===== src/verilog/board_defines.svh =====
// Board controller constants
`ifndef BOARD_DEFINES_SVH
`define BOARD_DEFINES_SVH

//////////////////////////////
// Register addresses
`define ADDR_VERSION      5'h03
`define ADDR_WDT_CTRL     5'h04
`define ADDR_WDT_KICK     5'h05
`define ADDR_WDT_TIMEOUT  5'h06
`define ADDR_WDT_COUNT    5'h07
`define ADDR_MISC_CTRL    5'h0a
`define ADDR_STATUS       5'h1b
`define ADDR_INT_EN       5'h1c
`define ADDR_INT_PEND     5'h1d

//////////////////////////////
// Strobe dividers, scaled down for simulation
`define CE_8HZ_DIV 16
`define CE_1HZ_DIV 8

// Reset values
`define WDT_DEFAULT_TIMEOUT 8'd8
`define MISC_RESET_VALUE    4'h0

// Misc-control bits
`define MISC_PCIE_A       0
`define MISC_PCIE_B       1
`define MISC_PCIE_C       2
`define MISC_CARRIER_STBY 3

`endif

===== src/verilog/board_pkg.sv =====
// Board function types
`default_nettype none

package board_pkg;

	// One bit per source
	// Bit 0 rtc, 1 smb alert, 2 power button, 3 sleep, 4 watchdog
	typedef logic [4:0] irq_vec_t;

	// Watchdog seconds
	typedef logic [7:0] wdt_count_t;

	typedef enum logic [1:0] {
		WDT_OFF,
		WDT_RUN,
		WDT_EXPIRED
	} wdt_state_t;

endpackage

`default_nettype wire


===== src/verilog/csr_pkg.sv =====
// Register bus types
`default_nettype none

package csr_pkg;

	// Register address on the parallel bus
	typedef logic [4:0] csr_addr_t;

	// One register is one byte
	typedef logic [7:0] csr_data_t;

endpackage

`default_nettype wire


===== src/verilog/csr_if.sv =====
// Register bus interface
`default_nettype none

interface csr_if import csr_pkg::*; ();
	csr_addr_t addr;
	csr_data_t wdata;
	logic      we;

	// Driven from the top-level pins
	modport host (
		output addr,
		output wdata,
		output we
	);

	// Each unit decodes its own addresses
	modport device (
		input addr,
		input wdata,
		input we
	);
endinterface

`default_nettype wire


===== src/verilog/board_ctrl_top.sv =====
// Board controller top level
`default_nettype none

module board_ctrl_top import csr_pkg::*, board_pkg::*; #(
	parameter csr_data_t cpld_version = 8'hff
) (
	input  logic      clk,
	input  logic      rst,
	input  csr_addr_t csr_a,
	input  csr_data_t csr_di,
	input  logic      csr_we,
	output csr_data_t csr_do,
	input  logic      rtc_int_n,
	input  logic      smb_alert_n,
	input  logic      sleep_n,
	input  logic      power_btn_n,
	input  logic      lid_n,
	input  logic      batlow_n,
	input  logic      charging_n,
	output logic      irq_n,
	output logic      wdt_time_out_n,
	output logic      pcie_a_rst_n,
	output logic      pcie_b_rst_n,
	output logic      pcie_c_rst_n,
	output logic      carrier_stby_n,
	output logic      healthy_led_n
);
	csr_if bus ();

	logic      ce_1hz;
	logic      wdt_expired;
	irq_vec_t  sync_edges;
	irq_vec_t  intc_sources;
	csr_data_t status;
	csr_data_t rdata_regs;
	csr_data_t rdata_wdt;
	csr_data_t rdata_intc;

	assign bus.addr  = csr_a;
	assign bus.wdata = csr_di;
	assign bus.we    = csr_we;

	clock_enables u_clock_enables (
		.clk    (clk),
		.rst    (rst),
		.ce_8hz (),
		.ce_1hz (ce_1hz)
	);

	input_sync u_input_sync (
		.clk         (clk),
		.rst         (rst),
		.rtc_int_n   (rtc_int_n),
		.smb_alert_n (smb_alert_n),
		.sleep_n     (sleep_n),
		.power_btn_n (power_btn_n),
		.lid_n       (lid_n),
		.batlow_n    (batlow_n),
		.charging_n  (charging_n),
		.irq_edges   (sync_edges),
		.status      (status)
	);

	board_regs u_board_regs (
		.clk            (clk),
		.rst            (rst),
		.ce_1hz         (ce_1hz),
		.version        (cpld_version),
		.status         (status),
		.bus            (bus),
		.rdata          (rdata_regs),
		.pcie_a_rst_n   (pcie_a_rst_n),
		.pcie_b_rst_n   (pcie_b_rst_n),
		.pcie_c_rst_n   (pcie_c_rst_n),
		.carrier_stby_n (carrier_stby_n),
		.healthy_led_n  (healthy_led_n)
	);

	watchdog u_watchdog (
		.clk            (clk),
		.rst            (rst),
		.ce_1hz         (ce_1hz),
		.bus            (bus),
		.rdata          (rdata_wdt),
		.expired        (wdt_expired),
		.wdt_time_out_n (wdt_time_out_n)
	);

	// Watchdog expiry is the top source bit
	assign intc_sources = sync_edges | {wdt_expired, 4'b0000};

	intc u_intc (
		.clk     (clk),
		.rst     (rst),
		.sources (intc_sources),
		.bus     (bus),
		.rdata   (rdata_intc),
		.irq_n   (irq_n)
	);

	// Units return zero outside their own addresses
	assign csr_do = rdata_regs | rdata_wdt | rdata_intc;
endmodule

`default_nettype wire


===== src/verilog/intc.sv =====
// Interrupt controller
`default_nettype none
`include "board_defines.svh"

module intc import csr_pkg::*, board_pkg::*; (
	input  logic      clk,
	input  logic      rst,
	input  irq_vec_t  sources,
	csr_if.device     bus,
	output csr_data_t rdata,
	output logic      irq_n
);
	irq_vec_t enable;
	irq_vec_t enable_next;
	irq_vec_t pending;
	irq_vec_t pending_next;
	irq_vec_t clear;

	assign clear = (bus.we && bus.addr == `ADDR_INT_PEND) ?
		bus.wdata[$bits(irq_vec_t)-1:0] : '0;

	// A new pulse wins over a clear in the same cycle
	always_comb begin
		enable_next = enable;
		if (bus.we && bus.addr == `ADDR_INT_EN)
			enable_next = bus.wdata[$bits(irq_vec_t)-1:0];
		pending_next = (pending & ~clear) | sources;
	end

	// irq_n follows the new register values so all three change together
	always_ff @(posedge clk) begin
		if (rst) begin
			enable  <= '0;
			pending <= '0;
			irq_n   <= 1'b1;
		end else begin
			enable  <= enable_next;
			pending <= pending_next;
			irq_n   <= ~|(pending_next & enable_next);
		end
	end

	always_ff @(posedge clk) begin
		case (bus.addr)
			`ADDR_INT_EN:   rdata <= csr_data_t'(enable);
			`ADDR_INT_PEND: rdata <= csr_data_t'(pending);
			default:        rdata <= '0;
		endcase
	end
endmodule

`default_nettype wire


===== src/verilog/watchdog.sv =====
// Watchdog timer
`default_nettype none
`include "board_defines.svh"

module watchdog import csr_pkg::*, board_pkg::*; (
	input  logic      clk,
	input  logic      rst,
	input  logic      ce_1hz,
	csr_if.device     bus,
	output csr_data_t rdata,
	output logic      expired,
	output logic      wdt_time_out_n
);
	wdt_state_t state;
	wdt_count_t timeout;
	wdt_count_t count;
	logic       enable;
	logic       kick;

	// Any write to the kick register counts, whatever the data
	assign kick = bus.we && (bus.addr == `ADDR_WDT_KICK);

	always_ff @(posedge clk) begin
		if (rst) begin
			enable  <= 1'b0;
			timeout <= `WDT_DEFAULT_TIMEOUT;
		end else if (bus.we) begin
			if (bus.addr == `ADDR_WDT_CTRL)
				enable <= bus.wdata[0];
			if (bus.addr == `ADDR_WDT_TIMEOUT)
				timeout <= bus.wdata;
		end
	end

	//////////////////////////////
	// Countdown FSM
	always_ff @(posedge clk) begin
		if (rst) begin
			state   <= WDT_OFF;
			count   <= `WDT_DEFAULT_TIMEOUT;
			expired <= 1'b0;
		end else begin
			expired <= 1'b0;
			case (state)
				WDT_OFF: begin
					count <= timeout;
					if (enable)
						state <= WDT_RUN;
				end
				WDT_RUN: begin
					if (!enable) begin
						state <= WDT_OFF;
					end else if (kick) begin
						count <= timeout;
					end else if (ce_1hz) begin
						if (count == '0) begin
							state   <= WDT_EXPIRED;
							expired <= 1'b1;
						end else begin
							count <= count - 1'b1;
						end
					end
				end
				default: begin
					if (!enable) begin
						state <= WDT_OFF;
					end else if (kick) begin
						count <= timeout;
						state <= WDT_RUN;
					end
				end
			endcase
		end
	end

	// Low only in the expired state
	assign wdt_time_out_n = (state != WDT_EXPIRED);

	always_ff @(posedge clk) begin
		case (bus.addr)
			`ADDR_WDT_CTRL:    rdata <= csr_data_t'(enable);
			`ADDR_WDT_TIMEOUT: rdata <= timeout;
			`ADDR_WDT_COUNT:   rdata <= count;
			default:           rdata <= '0;
		endcase
	end
endmodule

`default_nettype wire


===== src/verilog/board_regs.sv =====
// Board registers and slot resets
`default_nettype none
`include "board_defines.svh"

module board_regs import csr_pkg::*; (
	input  logic      clk,
	input  logic      rst,
	input  logic      ce_1hz,
	input  csr_data_t version,
	input  csr_data_t status,
	csr_if.device     bus,
	output csr_data_t rdata,
	output logic      pcie_a_rst_n,
	output logic      pcie_b_rst_n,
	output logic      pcie_c_rst_n,
	output logic      carrier_stby_n,
	output logic      healthy_led_n
);
	logic [3:0] misc;
	logic       led_on;

	//////////////////////////////
	// Misc control
	always_ff @(posedge clk) begin
		if (rst)
			misc <= `MISC_RESET_VALUE;
		else if (bus.we && bus.addr == `ADDR_MISC_CTRL)
			misc <= bus.wdata[3:0];
	end

	always_ff @(posedge clk) begin
		case (bus.addr)
			`ADDR_VERSION:   rdata <= version;
			`ADDR_STATUS:    rdata <= status;
			`ADDR_MISC_CTRL: rdata <= csr_data_t'(misc);
			default:         rdata <= '0;
		endcase
	end

	// A set bit takes the slot out of reset
	assign pcie_a_rst_n = misc[`MISC_PCIE_A];
	assign pcie_b_rst_n = misc[`MISC_PCIE_B];
	assign pcie_c_rst_n = misc[`MISC_PCIE_C];

	assign carrier_stby_n = ~misc[`MISC_CARRIER_STBY];

	//////////////////////////////
	// Healthy LED, blinks once a second
	always_ff @(posedge clk) begin
		if (rst)
			led_on <= 1'b0;
		else if (ce_1hz)
			led_on <= ~led_on;
	end

	assign healthy_led_n = ~led_on;
endmodule

`default_nettype wire


===== src/verilog/input_sync.sv =====
// Board input synchronisers
`default_nettype none

module input_sync import csr_pkg::*, board_pkg::*; (
	input  logic      clk,
	input  logic      rst,
	input  logic      rtc_int_n,
	input  logic      smb_alert_n,
	input  logic      sleep_n,
	input  logic      power_btn_n,
	input  logic      lid_n,
	input  logic      batlow_n,
	input  logic      charging_n,
	output irq_vec_t  irq_edges,
	output csr_data_t status
);
	logic [6:0] pins;
	logic [6:0] meta;
	logic [6:0] level;
	logic [6:0] level_d;
	logic [2:0] fall;
	logic       pwr_toggle;

	// Bit order rtc, smb alert, sleep, power button, lid, batlow, charging
	assign pins = {charging_n, batlow_n, lid_n, power_btn_n, sleep_n, smb_alert_n, rtc_int_n};

	assign fall       = level_d[2:0] & ~level[2:0];
	assign pwr_toggle = level_d[3] ^ level[3];

	// All pins idle high
	always_ff @(posedge clk) begin
		if (rst) begin
			meta      <= '1;
			level     <= '1;
			level_d   <= '1;
			irq_edges <= '0;
		end else begin
			meta      <= pins;
			level     <= meta;
			level_d   <= level;
			irq_edges <= {1'b0, fall[2], pwr_toggle, fall[1], fall[0]};
		end
	end

	// Power button, sleep, charging, batlow, lid
	assign status = {3'b000, level[3], level[2], level[6], level[5], level[4]};
endmodule

`default_nettype wire


===== src/verilog/clock_enables.sv =====
// Clock-enable generator
`default_nettype none
`include "board_defines.svh"

module clock_enables (
	input  logic clk,
	input  logic rst,
	output logic ce_8hz,
	output logic ce_1hz
);
	localparam int unsigned DIV_W = $clog2(`CE_8HZ_DIV);
	localparam int unsigned SEC_W = $clog2(`CE_1HZ_DIV);

	logic [DIV_W-1:0] div_cnt;
	logic [SEC_W-1:0] sec_cnt;

	// First stage counts clk cycles
	always_ff @(posedge clk) begin
		if (rst) begin
			div_cnt <= '0;
			ce_8hz  <= 1'b0;
		end else begin
			ce_8hz <= (div_cnt == DIV_W'(`CE_8HZ_DIV - 1));
			if (div_cnt == DIV_W'(`CE_8HZ_DIV - 1))
				div_cnt <= '0;
			else
				div_cnt <= div_cnt + 1'b1;
		end
	end

	// Second stage counts 8 Hz strobes
	always_ff @(posedge clk) begin
		if (rst)
			sec_cnt <= '0;
		else if (ce_8hz)
			sec_cnt <= (sec_cnt == SEC_W'(`CE_1HZ_DIV - 1)) ? '0 : sec_cnt + 1'b1;
	end

	// Lands on the last 8 Hz strobe of each second
	assign ce_1hz = ce_8hz && (sec_cnt == SEC_W'(`CE_1HZ_DIV - 1));
endmodule

`default_nettype wire


===== config.mk =====
export PLATFORM = sky130hd
export DESIGN_NAME = board_ctrl_top
export DESIGN_NICKNAME = d
export VERILOG_FILES = /design/src/verilog/board_pkg.sv /design/src/verilog/csr_pkg.sv /design/src/verilog/csr_if.sv /design/src/verilog/board_ctrl_top.sv /design/src/verilog/intc.sv /design/src/verilog/watchdog.sv /design/src/verilog/board_regs.sv /design/src/verilog/input_sync.sv /design/src/verilog/clock_enables.sv
export VERILOG_INCLUDE_DIRS = /design/src /design/src/verilog
export SDC_FILE = /design/constraint.sdc
export NUM_CORES = 1
export LEC_CHECK = 0
export BUFFER_PORTS_ARGS = -buffer_cell sky130_fd_sc_hd__buf_2
export CAP_MARGIN = 25
export CORE_ASPECT_RATIO = 0.6
export CORE_UTILIZATION = 55
export DETAILED_ROUTE_END_ITERATION = 12
export PLACE_DENSITY = 0.76
export SETUP_SLACK_MARGIN = 0.5
export SLEW_MARGIN = 15
export SYNTH_ARGS = -nofsm -noshare
export SYNTH_HDL_FRONTEND = slang
export SYNTH_SLANG_ARGS = --single-unit

===== constraint.sdc =====
create_clock -name clk -period 6.3 [get_ports clk]
set_input_delay 0.63 -clock clk [delete_from_list [all_inputs] [get_ports clk]]
set_output_delay 0.63 -clock clk [all_outputs]
set_load 0.005 [all_outputs]

# Word-level counts from Yosys, hierarchy flattened

Index checks and enable logic that the tools add are counted.
Widths: inputs -> output; s select.

Word-level logic and storage cells: 99
Register bits after elaboration: 88
Output and inout port bits: 15

Bitwise gates (word level): 15
$add $sub $neg: 3
Reduce and logical (&&, ||, !) cells: 17
Eq/ne operators: 21
Muxes and demuxes: 22

Operators by type and width:

| kind                | number |
|---|---|
| $mux 8              | 6 |
| $pmux 8 s3          | 2 |
| $eq 5x3->1 const B  | 4 |
| $pmux 8 s2          | 1 |
| $eq 5x5->1 const B  | 3 |
| $mux 2              | 7 |
| $and 5x5->5         | 2 |
| $mux 5              | 2 |
| $or 5x5->5          | 2 |
| $pmux 5 s2          | 1 |
| $reduce_and 5->1    | 2 |
| $reduce_or 5->1     | 2 |
| $ne 3x3->1 const B  | 3 |
| $logic_not 8->1     | 1 |
| $or 8x5->8          | 1 |
| $or 8x8->8          | 1 |
| $sub 8x1->8 const B | 1 |
| $ne 3x2->1 const B  | 2 |
| $eq 5x2->1 const B  | 1 |
| $eq 5x4->1 const B  | 1 |
| $logic_and 1x1->1   | 5 |
| $not 1->1           | 5 |
| $not 5->5           | 1 |
| $add 4x1->4 const B | 1 |
| 19 further kinds    | 21 |

# Longest topological paths before layout

Depth after elaboration: 9
Mapped depth: 8
Depth with buffers taken out: 7

# By module

A second synthesis with hierarchy kept.

Cells, all modules: 371
Area total of the unflattened synthesis: 3631.0 um2

By module, submodules not included:

| module         | area each (um2) | instances | cells each |
|---|---|---|---|
| watchdog       | 1346.3          | 1         | 154 |
| input_sync     | 673.1           | 1         | 59 |
| intc           | 659.4           | 1         | 67 |
| board_regs     | 556.8           | 1         | 49 |
| clock_enables  | 335.3           | 1         | 32 |
| board_ctrl_top | 60.1            | 1         | 10 |

# Least setup slack after synthesis

OpenSTA, ideal clock, no wires.

Kind: register -> register
Start: register u_watchdog.count[2]
End: register u_watchdog.count[3]
Setup time: 122 ps
Slack: 4072 ps
Stages on the path, launching flop included: 7
Clock period less this slack: 2228 ps
Arrival: 2106 ps
Path through: dfxtp_1 or4_4 or4b_4 a221oi_4 buf_6 o21ai_1 o31a_2

Longest elaborated chain between the ends: 6
Elaborated cells between the ends (all ways): 9
Classes of those cells: add/sub: 1; eq/ne: 1; mux: 5; reduce/logical: 2

RTL lines:

| what                     | line           | text |
|---|---|---|
| start: declaration       | watchdog.sv:16 | `wdt_count_t count;` |
| start signal: assignment | watchdog.sv:40 | `` count <= `WDT_DEFAULT_TIMEOUT; `` |
| start signal: assignment | watchdog.sv:46 | `count <= timeout;` |
| start signal: assignment | watchdog.sv:54 | `count <= timeout;` |
| $sub 8x1->8              | watchdog.sv:60 | `count <= count - 1'b1;` |
| $mux 8                   | watchdog.sv:56 | `if (count == '0) begin` |
| $mux 8                   | watchdog.sv:55 | `end else if (ce_1hz) begin` |
| $mux 8                   | watchdog.sv:53 | `end else if (kick) begin` |
| $mux 8                   | watchdog.sv:51 | `if (!enable) begin` |
| $pmux 8 s2               | watchdog.sv:44 | `case (state)` |

Several ways; a longest one is shown, not always the timed one. The select of a mux whose other input is x is not followed.
A chain may end at the register's enable or synchronous reset.

# Worst setup path after layout

Start: register u_watchdog.count[2]
End: register u_watchdog.count[4]

Same word-level chain as after synthesis.

==> flow_summary.json <==
{
  "average_via_count_per_standard_cell": 5.347,
  "path_class": "reg -> reg",
  "drt_iter0_drcs": 191,
  "max_cap_violations": 0,
  "post_cts_resized": 0,
  "die_height_um": 62.19,
  "core-area_um2": 5702,
  "final_worst_clock_skew_ns": 0.009078,
  "power_per_cell_area_nw_per_um2": 255.0,
  "cp-end-kind": "flop",
  "core.rowCount": 21,
  "timing.critical_path.slowest_stage_cell": "sky130_fd_sc_hd__a221oi_4",
  "clkLatencyLatePin_ns": 0.35,
  "ff_latch_count_synth": 85,
  "worst-endpoint-arrival_ns": 2.83,
  "clock_path_buffers": 2,
  "period_utilisation_layout_pct": 40.32,
  "route.final.wire_length_um": 6994,
  "post_synth_main_area_contributors": "sky130_fd_sc_hd__dfxtp_1 51%, sky130_fd_sc_hd__mux2i_1 9.9%, sky130_fd_sc_hd__nor2_1 7.3%",
  "startpoint_type": "flop",
  "setup-violations-final": 0,
  "most_used_standard_cell_by_instance_count_after_synthesis": "sky130_fd_sc_hd__dfxtp_1",
  "synth.avg_cell_area_um2": 9.597,
  "ioPinCount": 38,
  "routabilityCongestion": 0.8254,
  "slew_viol_final": 0,
  "die_x_um": 102.3,
  "synthesis.area_um2": 3321,
  "antenna_diodes": 0,
  "drcViolationCount": 0,
  "grt_first_pass_wirelength_um": 11500,
  "grt_pass1_vias": 2277,
  "ys.warnings.count": 0,
  "initial_antenna_violation_count": 0,
  "clk_root_buffer_cell": "sky130_fd_sc_hd__clkbuf_8",
  "tritoncts.num_buffers": 9,
  "critical-path-max-stage-delay_ns": 0.62,
  "finish.utilization_pct": 65.46,
  "proportion_of_synthesized_chip_area_in_sequential_cells_pct": 51.24,
  "post_synth_num_cell_types": 45,
  "antenna_viol_nets_final": 0,
  "kind_of_cell_adding_the_most_delay_to_the_critical_path": "simple AND/OR/NAND/NOR gates",
  "final_hold_viol_count": 0,
  "floorplan.initialDensity_pct": 58.24,
  "timing.critical_path.buf_inv": 0,
  "groute.usage.overall_pct": 24.09,
  "synth_top_flop_cell": "sky130_fd_sc_hd__dfxtp_1",
  "worstPathCellList": "or4_4 > or4b_4 > a221oi_4 > o21ai_1 > a21oi_2",
  "port_buffer_count": 37,
  "cts_tree": "built",
  "nFillCells": 489,
  "post_synth_edffs": 0,
  "max_slew_headroom_pct": 45.36,
  "post-dp-hpwl_um": 4890,
  "clkSlewWorstSetupHoldPaths_ns": 0.08,
  "yosys-top-cells-count": "85 x sky130_fd_sc_hd__dfxtp_1, 65 x sky130_fd_sc_hd__nor2_1, 33 x sky130_fd_sc_hd__mux2i_1, 21 x sky130_fd_sc_hd__or2_2, 14 x sky130_fd_sc_hd__nand2_1",
  "dr_total_vias": 2481,
  "avgRoutedWirePerCell_um": 15.07,
  "worst_ep_required_time_ns": 6.59,
  "worst-path-max-fanout": 17,
  "pin_count_of_the_biggest_net_entering_global_routing": 60,
  "pre_cts_slack_ns": 3.463,
  "post_cts_buffers": 0,
  "area_growth_pct": 12.40,
  "synthesized_instance_count": 346,
  "cts.sink_count": 85,
  "max_freq_ghz": 0.3937,
  "hold_buffers": 0,
  "leakagePower_nw": 1.601,
  "fin_nets": 407,
  "synthArstFlopShare_pct": 0,
  "tightest_slew_ns": 0.8166,
  "post-route-min-period_ns": 2.540,
  "netlist.top_cell.by_area": "sky130_fd_sc_hd__dfxtp_1",
  "yosysTopAreaCellShare_pct": 51.24,
  "tns_setup_ns": 0,
  "globalRouteOverflowTotal": 0,
  "firstDrtPassIters": 4,
  "grt_setup_unrepaired": "false",
  "cts-htree-levels": 3,
  "die_area_um2": 6362,
  "irDropWorstVdd_uv": 162.2,
  "drive_gt1_share_pct": 23.96,
  "min-delay-path-class": "reg -> reg",
  "final_worst_setup_slack_ns": 3.760,
  "syn-num-nets": 374,
  "run_status": "completed"
}
==> cells in the final DEF (no fill, tap or decap), drive strengths merged, types with 2 or more instances in the layout <==
cell type  instances
buf               38
clkinvlp           2
nand3b             5
or2               21
nor3               3
nor3b              4
o22ai              2
mux2i             33
and2               2
a21oi             17
a21o               8
nand2b             2
clkbuf            10
ha                 5
inv               14
nor4               2
a31oi              3
nand3              4
xnor2              3
nand4              5
nor2              65
nand2             14
or3                7
dfxtp             85
and3               4
a22oi              5
o21ai              6
==> cells by family after synthesis <==
group	Yosys count	synth area share [%]
and+or+nand+nor	144	21.93
DFF	85	51.24
AOI/OAI and AO/OA	48	10.59
muxes	34	10.29
buffers and inverters	27	3.278
adders and majority gates	5	1.884
xor gates and xnor gates	3	0.7914
==> worst reg2reg max path, stage by stage, from the launching register on <==
cell	delay (ns)
sky130_fd_sc_hd__dfxtp_1	0.37
sky130_fd_sc_hd__or4_4	0.58
sky130_fd_sc_hd__or4b_4	0.56
sky130_fd_sc_hd__a221oi_4	0.62
sky130_fd_sc_hd__o21ai_1	0.19
sky130_fd_sc_hd__a21oi_2	0.16
==> flip-flops by register name, summed over array words and instances (netlist names), 2 cells and up <==
register / cells
u_watchdog.rdata: 8
u_intc.enable: 5
u_input_sync.level_d: 4
u_clock_enables.sec_cnt: 3
u_watchdog.timeout: 8
u_intc.rdata: 5
u_board_regs.misc: 4
u_input_sync.meta: 7
u_board_regs.rdata: 6
u_clock_enables.div_cnt: 4
u_intc.pending: 5
u_watchdog.state: 2
u_input_sync.irq_edges: 4
u_input_sync.level: 7
u_watchdog.count: 8
==> report_power, final <==
group          switching (mW)  internal [mW]  total (mW)  leakage, nW
logic                  0.0307         0.0225      0.0532        0.827
clock network           0.199          0.147       0.346       0.0837
registers             0.00525          0.547       0.553        0.691
==> final cells by class <==
cell class	instances	area (µm²)	area share [%]
clock buffers	10	127.6	3.419
clock inverters	6	46.29	1.240
inverters	11	41.29	1.106
multi-input cells	234	1510	40.46
flip-flops and latches	85	1702	45.59
well taps	80	100.1	2.682
repair buffers	38	205.2	5.498
==> per-stage QoR <==
stage,std cells,power (mW),cell area (µm²),hold slack (ns)
after floorplan,346,0.5966,3321,0.3895
after global placement,447,0.6146,3538,0.3910
after detailed placement,447,0.6163,3538,0.3933
after CTS,463,0.9551,3712,0.4139
after global routing,464,0.9907,3732,0.4247
final,464,0.9518,3732,0.4122
==> path summary, 6_finish.rpt <==
kind	from	to	slack, ns	cells after the start
setup / recovery	u_watchdog.count[2]	u_watchdog.count[4]	3.76	5
hold / removal	u_input_sync.meta[3]	u_input_sync.level[3]	0.41	1
setup reg to reg	u_watchdog.count[2]	u_watchdog.count[4]	3.76	5
hold reg to reg	u_input_sync.meta[3]	u_input_sync.level[3]	0.41	1
==> routing by layer <==
metal	vias up	part of all wire, %	global-route usage [%]
li1	1243	-	-
met1	1158	53	36.81
met2	72	40	32.47
met3	8	5.5	6.757
met4	0	1.2	6.964
met5	-	0	0
Power figures use the tool's default switching activity.
